===== config.mk =====
export PLATFORM = sky130hd
export DESIGN_NAME = audio_mixer
export DESIGN_NICKNAME = d
export VERILOG_FILES = /design/src/source/audio_types_pkg.sv /design/src/source/mixer_ctrl_pkg.sv /design/src/source/audio_mixer.sv /design/src/source/interp_stage.sv /design/src/source/mixer_front.sv /design/src/source/mixer_sum.sv
export VERILOG_INCLUDE_DIRS = /design/src /design/src/include
export SDC_FILE = /design/constraint.sdc
export NUM_CORES = 1
export LEC_CHECK = 0
export BUFFER_PORTS_ARGS = -buffer_cell sky130_fd_sc_hd__buf_4
export CELL_PAD_IN_SITES_DETAIL_PLACEMENT = 2
export CELL_PAD_IN_SITES_GLOBAL_PLACEMENT = 2
export CORE_ASPECT_RATIO = 1.5
export CORE_MARGIN = 2
export CORE_UTILIZATION = 43
export DETAILED_ROUTE_END_ITERATION = 6
export GPL_TIMING_DRIVEN = 0
export PLACE_DENSITY = 0.85
export SLEW_MARGIN = 15
export SYNTH_ARGS = -nofsm -noshare
export SYNTH_HDL_FRONTEND = slang
export SYNTH_SLANG_ARGS = --single-unit

===== constraint.sdc =====
create_clock -name clk -period 9.5 [get_ports clk]
set_clock_uncertainty 0.2 [all_clocks]
set_input_delay 0.95 -clock clk [delete_from_list [all_inputs] [get_ports clk]]
set_output_delay 0.95 -clock clk [all_outputs]
set_load 0.01 [all_outputs]

===== src/include/mixer_macros.svh =====
/*
 * widths, rates and strobe timing of the output mixer
 * sample strobes must be at least MIX_MIN_PERIOD clocks apart,
 * a closer strobe restarts the 6x bursts and output strobes are lost
 */
`ifndef MIXER_MACROS_SVH
`define MIXER_MACROS_SVH

// raw source widths
`define MIX_FM_W 9
`define MIX_PSG_W 12

// common sample width inside the data path and at the output
`define MIX_W 12

// interpolation ratios of the two stages
`define MIX_R6 6
`define MIX_R4 4

// clocks between output strobes of each stage
`define MIX_SP6 28
`define MIX_SP4 7

// smoother step, y moves by (x - y) >>> MIX_SMOOTH per strobe
`define MIX_SMOOTH 1

// shortest legal input sample period in clocks
`define MIX_MIN_PERIOD ((`MIX_R6) * (`MIX_SP6))

`endif


===== src/source/audio_types_pkg.sv =====
/*
 * sample types of the mixer data path
 * all samples are two's complement, MIX_W bits wide
 */
`include "mixer_macros.svh"

package audio_types_pkg;

	// one mono sample
	typedef logic signed [`MIX_W-1:0] sample_t;

	// stereo pair, left sits in the upper bits
	typedef struct packed {
		sample_t left;
		sample_t right;
	} stereo_t;

	// PSG is mono, it is added into both channels
	// so a single sample_t is enough to carry it

endpackage


===== src/source/mixer_ctrl_pkg.sv =====
/*
 * mixer control word
 * fields are levels, sampled on each input sample strobe
 * volume 7 is full scale, every step down halves the output
 */
package mixer_ctrl_pkg;

	// volume code width
	localparam int VOL_W = 3;

	typedef struct packed {
		// FM source on
		logic enable_fm;
		// PSG source on
		logic enable_psg;
		// output is shifted right by 7 - volume
		logic [VOL_W-1:0] volume;
	} mix_ctrl_t;

endpackage


===== src/source/audio_mixer.sv =====
/*
 * FM and PSG output mixer, rate raised by 24 (6x, then 4x)
 * sample must be pulsed no more often than every MIX_MIN_PERIOD clocks
 * first output strobe comes 4 clocks after sample, then one every 7
 */
`include "mixer_macros.svh"

module audio_mixer
	import audio_types_pkg::*;
	import mixer_ctrl_pkg::*;
(
	input  logic                         clk,
	input  logic                         rst,
	input  logic                         sample,
	input  logic signed [`MIX_FM_W-1:0]  fm_left,
	input  logic signed [`MIX_FM_W-1:0]  fm_right,
	input  logic        [`MIX_PSG_W-1:0] psg,
	input  mix_ctrl_t                    ctrl,
	output logic                         out_strobe,
	output stereo_t                      out_data
);

	logic      rst_int;
	logic      front_strobe;
	stereo_t   fm_frame;
	sample_t   psg_mono;
	mix_ctrl_t ctrl_q;
	logic      fm6_strobe;
	stereo_t   fm6_data;
	sample_t   psg6_data;
	logic      sum_strobe;
	stereo_t   sum_data;

	mixer_front u_front (
		.clk      (clk),
		.rst      (rst),
		.sample   (sample),
		.fm_left  (fm_left),
		.fm_right (fm_right),
		.psg      (psg),
		.ctrl     (ctrl),
		.rst_int  (rst_int),
		.strobe_q (front_strobe),
		.fm_frame (fm_frame),
		.psg_mono (psg_mono),
		.ctrl_q   (ctrl_q)
	);

	// 6x on the FM pair
	interp_stage #(
		.payload_t (stereo_t),
		.RATIO     (`MIX_R6),
		.SPACING   (`MIX_SP6)
	) u_fm6 (
		.clk        (clk),
		.rst        (rst_int),
		.in_strobe  (front_strobe),
		.in_data    (fm_frame),
		.out_strobe (fm6_strobe),
		.out_data   (fm6_data)
	);

	// 6x on the PSG, its strobes match u_fm6 so they are left open
	interp_stage #(
		.payload_t (sample_t),
		.RATIO     (`MIX_R6),
		.SPACING   (`MIX_SP6)
	) u_psg6 (
		.clk        (clk),
		.rst        (rst_int),
		.in_strobe  (front_strobe),
		.in_data    (psg_mono),
		.out_strobe (),
		.out_data   (psg6_data)
	);

	mixer_sum u_sum (
		.clk        (clk),
		.rst        (rst_int),
		.in_strobe  (fm6_strobe),
		.fm         (fm6_data),
		.psg        (psg6_data),
		.ctrl       (ctrl_q),
		.out_strobe (sum_strobe),
		.out_data   (sum_data)
	);

	// final 4x, 28 / 4 = 7 clocks between output strobes
	interp_stage #(
		.payload_t (stereo_t),
		.RATIO     (`MIX_R4),
		.SPACING   (`MIX_SP4)
	) u_out4 (
		.clk        (clk),
		.rst        (rst_int),
		.in_strobe  (sum_strobe),
		.in_data    (sum_data),
		.out_strobe (out_strobe),
		.out_data   (out_data)
	);

endmodule


===== src/source/interp_stage.sv =====
/*
 * interpolator made of a zero-order hold and a first-order smoother
 * payload must be a whole number of MIX_W lanes (sample_t, stereo_t)
 * each input strobe gives RATIO output strobes, SPACING clocks apart
 * an input strobe inside a burst restarts it
 */
`include "mixer_macros.svh"

module interp_stage
	import audio_types_pkg::*;
#(
	parameter type payload_t = sample_t,
	parameter int  RATIO     = `MIX_R6,
	parameter int  SPACING   = `MIX_SP6
) (
	input  logic     clk,
	input  logic     rst,
	input  logic     in_strobe,
	input  payload_t in_data,
	output logic     out_strobe,
	output payload_t out_data
);

	// payload is handled as a flat vector of sample lanes
	localparam int PW    = $bits(payload_t);
	localparam int LANES = PW / `MIX_W;
	localparam int RW    = $clog2(RATIO + 1);
	localparam int SW    = $clog2(SPACING + 1);

	logic [PW-1:0] in_bits;
	logic [PW-1:0] x_hold;
	logic [PW-1:0] x_src;
	logic [PW-1:0] y_q;
	logic [PW-1:0] y_next;
	logic [RW-1:0] burst_left;
	logic [SW-1:0] space_cnt;
	logic          fire;
	logic          strobe_q;

	assign in_bits = in_data;

	// an input strobe fires at once and the rest of the burst
	// fires whenever the spacing counter runs out
	assign fire = in_strobe || (burst_left != '0 && space_cnt == '0);

	// the first update of a burst uses the fresh input directly
	assign x_src = in_strobe ? in_bits : x_hold;

	// per lane smoother
	// 13 bit difference so that full scale steps do not wrap
	always_comb begin
		sample_t lane_x;
		sample_t lane_y;
		logic signed [`MIX_W:0] diff;
		logic signed [`MIX_W:0] lane_new;
		y_next = y_q;
		for (int l = 0; l < LANES; l++) begin
			lane_x   = x_src[l*`MIX_W +: `MIX_W];
			lane_y   = y_q[l*`MIX_W +: `MIX_W];
			diff     = lane_x - lane_y;
			// new value lies between x and y and fits in MIX_W bits
			lane_new = lane_y + (diff >>> `MIX_SMOOTH);
			y_next[l*`MIX_W +: `MIX_W] = lane_new[`MIX_W-1:0];
		end
	end

	// burst sequencer
	always_ff @(posedge clk or posedge rst) begin
		if (rst) begin
			burst_left <= '0;
			space_cnt  <= '0;
		end else if (in_strobe) begin
			// one strobe is issued now and RATIO - 1 are still to go
			burst_left <= RW'(RATIO - 1);
			space_cnt  <= SW'(SPACING - 1);
		end else if (burst_left != '0) begin
			if (space_cnt == '0) begin
				burst_left <= burst_left - 1'b1;
				space_cnt  <= SW'(SPACING - 1);
			end else begin
				space_cnt <= space_cnt - 1'b1;
			end
		end
	end

	// held value and output register
	always_ff @(posedge clk or posedge rst) begin
		if (rst) begin
			strobe_q <= 1'b0;
			y_q      <= '0;
		end else begin
			strobe_q <= fire;
			if (fire) begin
				y_q <= y_next;
			end
		end
	end

	// input held for the rest of the burst
	always_ff @(posedge clk) begin
		if (in_strobe) begin
			x_hold <= in_bits;
		end
	end

	assign out_strobe = strobe_q;
	assign out_data   = payload_t'(y_q);

endmodule


===== src/source/mixer_front.sv =====
/*
 * input side of the mixer
 * rst_int asserts with rst and releases 3 clocks after rst falls
 * sources and control are taken only when sample is high
 */
`include "mixer_macros.svh"

module mixer_front
	import audio_types_pkg::*;
	import mixer_ctrl_pkg::*;
(
	input  logic                         clk,
	input  logic                         rst,
	input  logic                         sample,
	input  logic signed [`MIX_FM_W-1:0]  fm_left,
	input  logic signed [`MIX_FM_W-1:0]  fm_right,
	input  logic        [`MIX_PSG_W-1:0] psg,
	input  mix_ctrl_t                    ctrl,
	output logic                         rst_int,
	output logic                         strobe_q,
	output stereo_t                      fm_frame,
	output sample_t                      psg_mono,
	output mix_ctrl_t                    ctrl_q
);

	// padding that brings the FM sample up to MIX_W bits
	localparam int FM_PAD = `MIX_W - `MIX_FM_W;

	logic [2:0] rst_sr;
	stereo_t fm_gated;
	sample_t psg_gated;

	// local reset tree, the rest of the mixer hangs off rst_int
	// instead of loading the external reset
	always_ff @(posedge clk or posedge rst) begin
		if (rst) begin
			rst_sr <= '1;
		end else begin
			rst_sr <= {rst_sr[1:0], 1'b0};
		end
	end

	assign rst_int = rst_sr[2];

	// FM is 9 bits, appending zeros is the same as sign extension
	// followed by a left shift of 3
	assign fm_gated.left  = ctrl.enable_fm ? {fm_left, {FM_PAD{1'b0}}} : '0;
	assign fm_gated.right = ctrl.enable_fm ? {fm_right, {FM_PAD{1'b0}}} : '0;

	// PSG level is reinterpreted as a signed value
	assign psg_gated = ctrl.enable_psg ? sample_t'(psg) : '0;

	always_ff @(posedge clk or posedge rst_int) begin
		if (rst_int) begin
			strobe_q <= 1'b0;
			fm_frame <= '0;
			psg_mono <= '0;
			ctrl_q   <= '0;
		end else begin
			// strobe marks the cycle in which the new values are visible
			strobe_q <= sample;
			if (sample) begin
				fm_frame <= fm_gated;
				psg_mono <= psg_gated;
				ctrl_q   <= ctrl;
			end
		end
	end

endmodule


===== src/source/mixer_sum.sv =====
/*
 * adds the PSG (attenuated by 4) into both FM channels
 * sum is clamped to MIX_W bits, then shifted right by 7 - volume
 * fm and psg must come from stages with the same timing
 */
`include "mixer_macros.svh"

module mixer_sum
	import audio_types_pkg::*;
	import mixer_ctrl_pkg::*;
(
	input  logic      clk,
	input  logic      rst,
	input  logic      in_strobe,
	input  stereo_t   fm,
	input  sample_t   psg,
	input  mix_ctrl_t ctrl,
	output logic      out_strobe,
	output stereo_t   out_data
);

	// PSG attenuation as a right shift
	localparam int PSG_ATT = 2;

	// clamp limits
	localparam sample_t SAT_MAX = {1'b0, {(`MIX_W-1){1'b1}}};
	localparam sample_t SAT_MIN = {1'b1, {(`MIX_W-1){1'b0}}};

	stereo_t mixed;

	// one channel: add, clamp, scale
	function automatic sample_t mix_channel(
		input sample_t              fm_v,
		input sample_t              psg_v,
		input logic [VOL_W-1:0]     vol
	);
		logic signed [`MIX_W:0] wide;
		sample_t sat;
		// 13 bits of headroom, psg_v is sign extended before the shift
		wide = fm_v + (psg_v >>> PSG_ATT);
		// top two bits differ only when the sum left the 12 bit range
		if (wide[`MIX_W] != wide[`MIX_W-1]) begin
			sat = wide[`MIX_W] ? SAT_MIN : SAT_MAX;
		end else begin
			sat = wide[`MIX_W-1:0];
		end
		// volume 7 passes through, volume 0 shifts by 7
		return sat >>> (3'd7 - vol);
	endfunction

	assign mixed.left  = mix_channel(fm.left, psg, ctrl.volume);
	assign mixed.right = mix_channel(fm.right, psg, ctrl.volume);

	always_ff @(posedge clk or posedge rst) begin
		if (rst) begin
			out_strobe <= 1'b0;
			out_data   <= '0;
		end else begin
			out_strobe <= in_strobe;
			if (in_strobe) begin
				out_data <= mixed;
			end
		end
	end

endmodule

* Word-level counts from Yosys, hierarchy flattened *
Cells that the tools add are included.

word-level totals
  register bits = 212
  bits of input ports = 38
  output and inout port bits = 25
  word-level logic and storage cells = 95

operators by class
  add/subtract/negate cells = 19
  equal/unequal tests = 2
  shift-type cells = 2
  mux-type cells = 28
  reductions and logical operators = 21

operator list
  cell                   count
  $mux W12               8
  $sub A12 B12 Y13       5
  $add A12 B12 Y12       5
  $mux W24               2
  $mux W3                12
  $mux W5                6
  $add A12 B10 Y13       2
  $sshr A12 B3 Y12       2
  $reduce_bool A2 Y1     6
  $sub A3 B1 Y3 const B  4
  $logic_not A5 Y1       2
  $sub A5 B1 Y5 const B  2
  $reduce_bool A3 Y1     3
  $reduce_and A2 Y1      3
  $logic_and A1 B1 Y1    3
  $logic_not A3 Y1       1
  $logic_or A1 B1 Y1     3
  $sub A3 B3 Y3 const A  1
  $ne A1 B1 Y1           2

* Logic depth before layout (Yosys ltp) *
  depth after elaboration = 4
  mapped depth = 22
  gate-level depth less buffers = 19

* Modules after synthesis *
From an unflattened synthesis, not the netlist that was laid out.

unflattened totals
  cell total of the unflattened synthesis = 1,628
  area, all modules = 14,969.4 µm²

modules (own cells, without submodules)
  module                 instances  cells an instance  area an instance (µm²)  seq. area each (µm²)
  interp_stage (u_fm6)   1          442                4,036.4                 1,306.3
  interp_stage (u_out4)  1          436                3,928.8                 1,256.2
  mixer_sum              1          408                3,274.4                 625.6
  interp_stage (u_psg6)  1          250                2,317.2                 765.7
  mixer_front            1          92                 1,412.6                 979.7

* Least setup slack after synthesis *
OpenSTA, ideal clock, no wires.

  path type = flip-flop to flip-flop
  start = register u_sum.out_strobe
  end = register u_out4.y_q[11] (netlist: u_out4.out_data[11])
  setup time = 0.123 ns
  data arrival time = 4.313 ns
  required time = 9.177 ns
  slack = 4.865 ns
  stages on the path, launching flop included = 22
  path buffers = 2
  clock period less this slack = 4.635 ns
  cells stage by stage = dfrtp_1 -> buf_1 -> clkbuf_1 -> mux2i_1 -> inv_1 -> ha_1 -> or3b_2 -> o2111ai_1 -> a21oi_1 -> o21ai_0 -> a21boi_1 -> o21ai_0 -> nor2b_1 -> xnor2_1 -> ha_1 -> a21oi_1 -> nand2_1 -> o21ai_0 -> o21ai_0 -> xnor2_1 -> nor2_1 -> xnor2_1

between the ends
  word-level cells in the longest chain between the ends = 3
  elaborated cells between the ends (all ways) = 4
  those cells by class = add/sub: 2; mux: 1; reduce/logical: 1

RTL lines
  what                    RTL line            RTL
  from (decl)             mixer_sum.sv:18     output logic out_strobe,
  from (signal assigned)  mixer_sum.sv:59     out_strobe <= in_strobe;
  $mux W24                interp_stage.sv:47  assign x_src = in_strobe ? in_bits : x_hold;
  net u_out4.x_src[1]     interp_stage.sv:32  logic [PW-1:0] x_src;
  $sub A12 B12 Y13        interp_stage.sv:60  diff = lane_x - lane_y;
  $add A12 B12 Y12        interp_stage.sv:62  lane_new = lane_y + (diff >>> `MIX_SMOOTH);
  to (signal assigned)    interp_stage.sv:94  y_q <= y_next;
  to (decl)               interp_stage.sv:33  logic [PW-1:0] y_q;

The timed path passes the listed nets, and every way through them passes these cells.
A chain may end at the register's enable or synchronous reset.

* Final worst setup path *
  start = register u_front.strobe_q
  end = register u_psg6.y_q[11] (netlist: u_psg6.out_data[11])

between the ends
  word-level cells in the longest chain between the ends = 3
  elaborated cells between the ends (all ways) = 4
  those cells by class = add/sub: 2; mux: 1; reduce/logical: 1

RTL lines
  what                    RTL line            RTL
  from (decl)             mixer_front.sv:20   output logic strobe_q,
  from (signal assigned)  mixer_front.sv:61   strobe_q <= sample;
  $mux W12                interp_stage.sv:47
  net u_psg6.x_src[1]     interp_stage.sv:32
  $sub A12 B12 Y13        interp_stage.sv:60
  $add A12 B12 Y12        interp_stage.sv:62
  to (signal assigned)    interp_stage.sv:94
  to (decl)               interp_stage.sv:33

The timed path passes the listed nets, and every way through them passes these cells.

==> impl_results.md <==
* Vias at 12.3k
* Top cell type by total area after synthesis: dfrtp_1
* Max-cap violations at 0
* Total GRT Usage at 25.9%
* Post-synth top area share at 24.9%
* Multi-input logic area at 8830 um2
* CP Max Fanout at 10
* Initial Util at 43.4%
* DIE AREA at 35000 um2
* Post-synth EDFFs at 0
* Post-Syn Area at 14400 um2
* Max Slew Vio Count at 0
* Area Growth Syn to Fin at 13.1%
* H-tree level count at 1
* Gate count after technology mapping at 1604
* Count of different cell masters after synthesis at 79
* PortBufs at 62
* HP Class: reg -> async
* Postcts setup bufs at 0
* Register area share after synthesis at 33.8%
* Most common cell after layout, fill and taps aside: ha_1
* Avg Cell Area, Syn at 8.97 um2
* Fill cells at 3635
* Cts hold-fix bufs at 0
* GPL Wtd Cong at 0.862
* Root Buffer: clkbuf_16
* Slew of the pin with the lowest slew margin at 1.04 ns
* Fmax at 163 MHz
* Max clock buf depth at 3
* Synth warn at 0
* Clock Latency Late Sink at 0.55 ns
* Fin. Hold Viols at 0
* Vias in the first global route at 14.3k
* Sequential cell area at 4860 um2
* Final TNS setup at 0 ns
* Clock slew seen by the registers of the worst setup and hold paths at 0.07 ns
* Initial DRC Count at 277
* First-pass GRT wire length at 74400 um
* CP startpoint kind: flip-flop
* Vias per cell at 5.74
* Final wirelength at 44700 um
* Crit path required time at 9.78 ns
* Drt first pass iters at 4
* Finish-stage setup viols at 0
* HPWL Detailed at 34200 um
* Status: completed
* Mapped Nets at 1803
* Initial antenna violation count at 0
* Die Y at 228 um
* Main flop type after synthesis: dfrtp_1
* Core area at 33100 um2
* Total clock sinks at 206
* Ratio of cells with drive above 1 in the final layout at 12.1%
* Area contributors post-synth: dfrtp_1 (25%), ha_1 (13%), dfxtp_1 (8.4%)
* Final net count at 1894
* #FFs+latches synth at 206
* Post-DR wirelength/cell at 20.9 um
* Antenna-violating nets left at 0
* Post-CTS sizing at 0
* Gr ovfl total at 0
* Arr. time, crit path at 6.41 ns
* DRC viols at 0
* Row cnt at 82
* Tcrit/Tclk final at 64.6%
* Worst Path Class, Setup: reg -> reg
* I/O pin cnt at 63
* CP Capture Type: flip-flop
* Min Tclk post-route at 6.13 ns
* Max-slew headroom at 30.3%
* TritonCTS Buffers at 26
* Most frequent cells in the layout: ha_1 (149), nand2_1 (145), dfrtp_1 (143)
* Unrepaired setup endpoints after global routing: no
* Die X at 153 um
* Antenna cells at 0
* Maximum number of pins on one net before global-route repair at 95
* CTS tree: done
* Fraction of registers with async set/reset at 70.9%
## synthesized netlist by cell type, drive strengths merged, types with 7 or more instances
cell and instances:
o31ai 16, a211o 9, fa 12, nor2b 17
ha 149, a21o 19, inv 138, mux2i 13
o21bai 17, mux4 7, o211ai 15, o2111ai 9
clkbuf 34, a31oi 22, a21oi 96, or2 10
mux2 60, dfxtp 60, xor2 37, o21a 18
a21boi 10, nor2 124, dfrtp 143, a211oi 29
and2 8, nor3 36, xnor2 76, nand2b 35
nand3 23, nand2 145, o21ai 136
## registers in the layout, summed over array words and instances (netlist names), 5 cells and up
name              count
u_fm6.out_data       24
u_psg6.out_data      12
u_fm6.x_hold         24
u_front.psg_mono     12
u_psg6.x_hold        12
u_out4.out_data      24
u_out4.x_hold        24
u_front.fm_frame     18
u_fm6.space_cnt       5
u_sum.out_data       24
u_psg6.space_cnt      5
## layer usage
layer / up-vias / track usage [%] / share of wire, %
li1: 5817 / - / -
met1: 6185 / 26.2 / 36
met2: 159 / 52.7 / 57
met3: 93 / 2.53 / 2.2
met4: 0 / 10.9 / 4.4
met5: - / 0 / 0
## area by class of cell
type	instances	area share, %
tap	420	3.23
multi-input combinational	1215	54.3
inverter	143	3.35
timing repair buffer	63	3.03
sequential	206	29.9
clock buffer	35	4.52
clock inverter	13	0.762
buffer	40	0.931
## through the flow
step	setup slack, ns	hold slack [ns]	utilization, %	instance area [um2]	cells
floorplan	4.86	0.145	-	14400	1604
global placement	2.99	0.147	46.4	15400	2086
detailed placement	3.29	0.0753	46.5	15400	2087
CTS	3.24	0.0859	49.1	16300	2135
global route	2.88	0.101	49.1	16300	2135
finish	3.37	0.0561	49.1	16300	2135
## cell families (layout without fill, tap and decap cells)
kind of cell / after synthesis / in the layout / share of synthesized area (%)
AOI/OAI and AO/OA: 439 / 439 / 19.8
xor gates and xnor gates: 113 / 113 / 6.93
adders and majority gates: 161 / 161 / 14.6
buffers and inverters: 183 / 294 / 4.79
DFF: 206 / 206 / 33.8
muxes: 80 / 80 / 6.73
other: 1 / 1 / 0.0261
and+or+nand+nor: 421 / 421 / 13.3
## critical path, cell delays in order, from the launching register on
cell and delay (ns):
dfrtp_1 0.35, clkbuf_1 0.46, clkbuf_1 0.54, buf_1 0.63, mux2i_1 0.40, inv_1 0.10, ha_1 0.20, or3b_2 0.48
o2111ai_1 0.30, a21oi_1 0.12, o21ai_1 0.19, a21boi_1 0.11, o21ai_1 0.19, nor2b_1 0.19, xnor2_1 0.16, ha_1 0.27
a21oi_1 0.18, nand2_1 0.06, o21ai_0 0.31, o21ai_0 0.18, xor2_1 0.16, nor2_1 0.12, xnor2_1 0.13
## path summary, 6_finish.rpt
path | cells past startpoint | end | slack (ns) | startpoint
setup / recovery | 22 | u_psg6.out_data[11]$_DFFE_PP0P_ | 3.37 | u_front.strobe_q$_DFF_PP0_
hold / removal | 1 | u_fm6.space_cnt[1]$_DFFE_PP0P_ | 0.06 | u_front.rst_sr[2]$_DFF_PP1_
setup reg to reg | 22 | u_psg6.out_data[11]$_DFFE_PP0P_ | 3.37 | u_front.strobe_q$_DFF_PP0_
hold reg to reg | 1 | u_fm6.space_cnt[1]$_DFFE_PP0P_ | 0.06 | u_front.rst_sr[2]$_DFF_PP1_
max in group asynchronous | 2 | u_out4.out_data[13]$_DFFE_PP0P_ | 8.17 | u_front.rst_sr[2]$_DFF_PP1_
min in group clk | 0 | u_front.rst_sr[1]$_DFF_PP1_ | 0.14 | u_front.rst_sr[0]$_DFF_PP1_
Power is not shown: default switching activity piles up to over one toggle a cycle in this logic, so the estimate is an artifact.
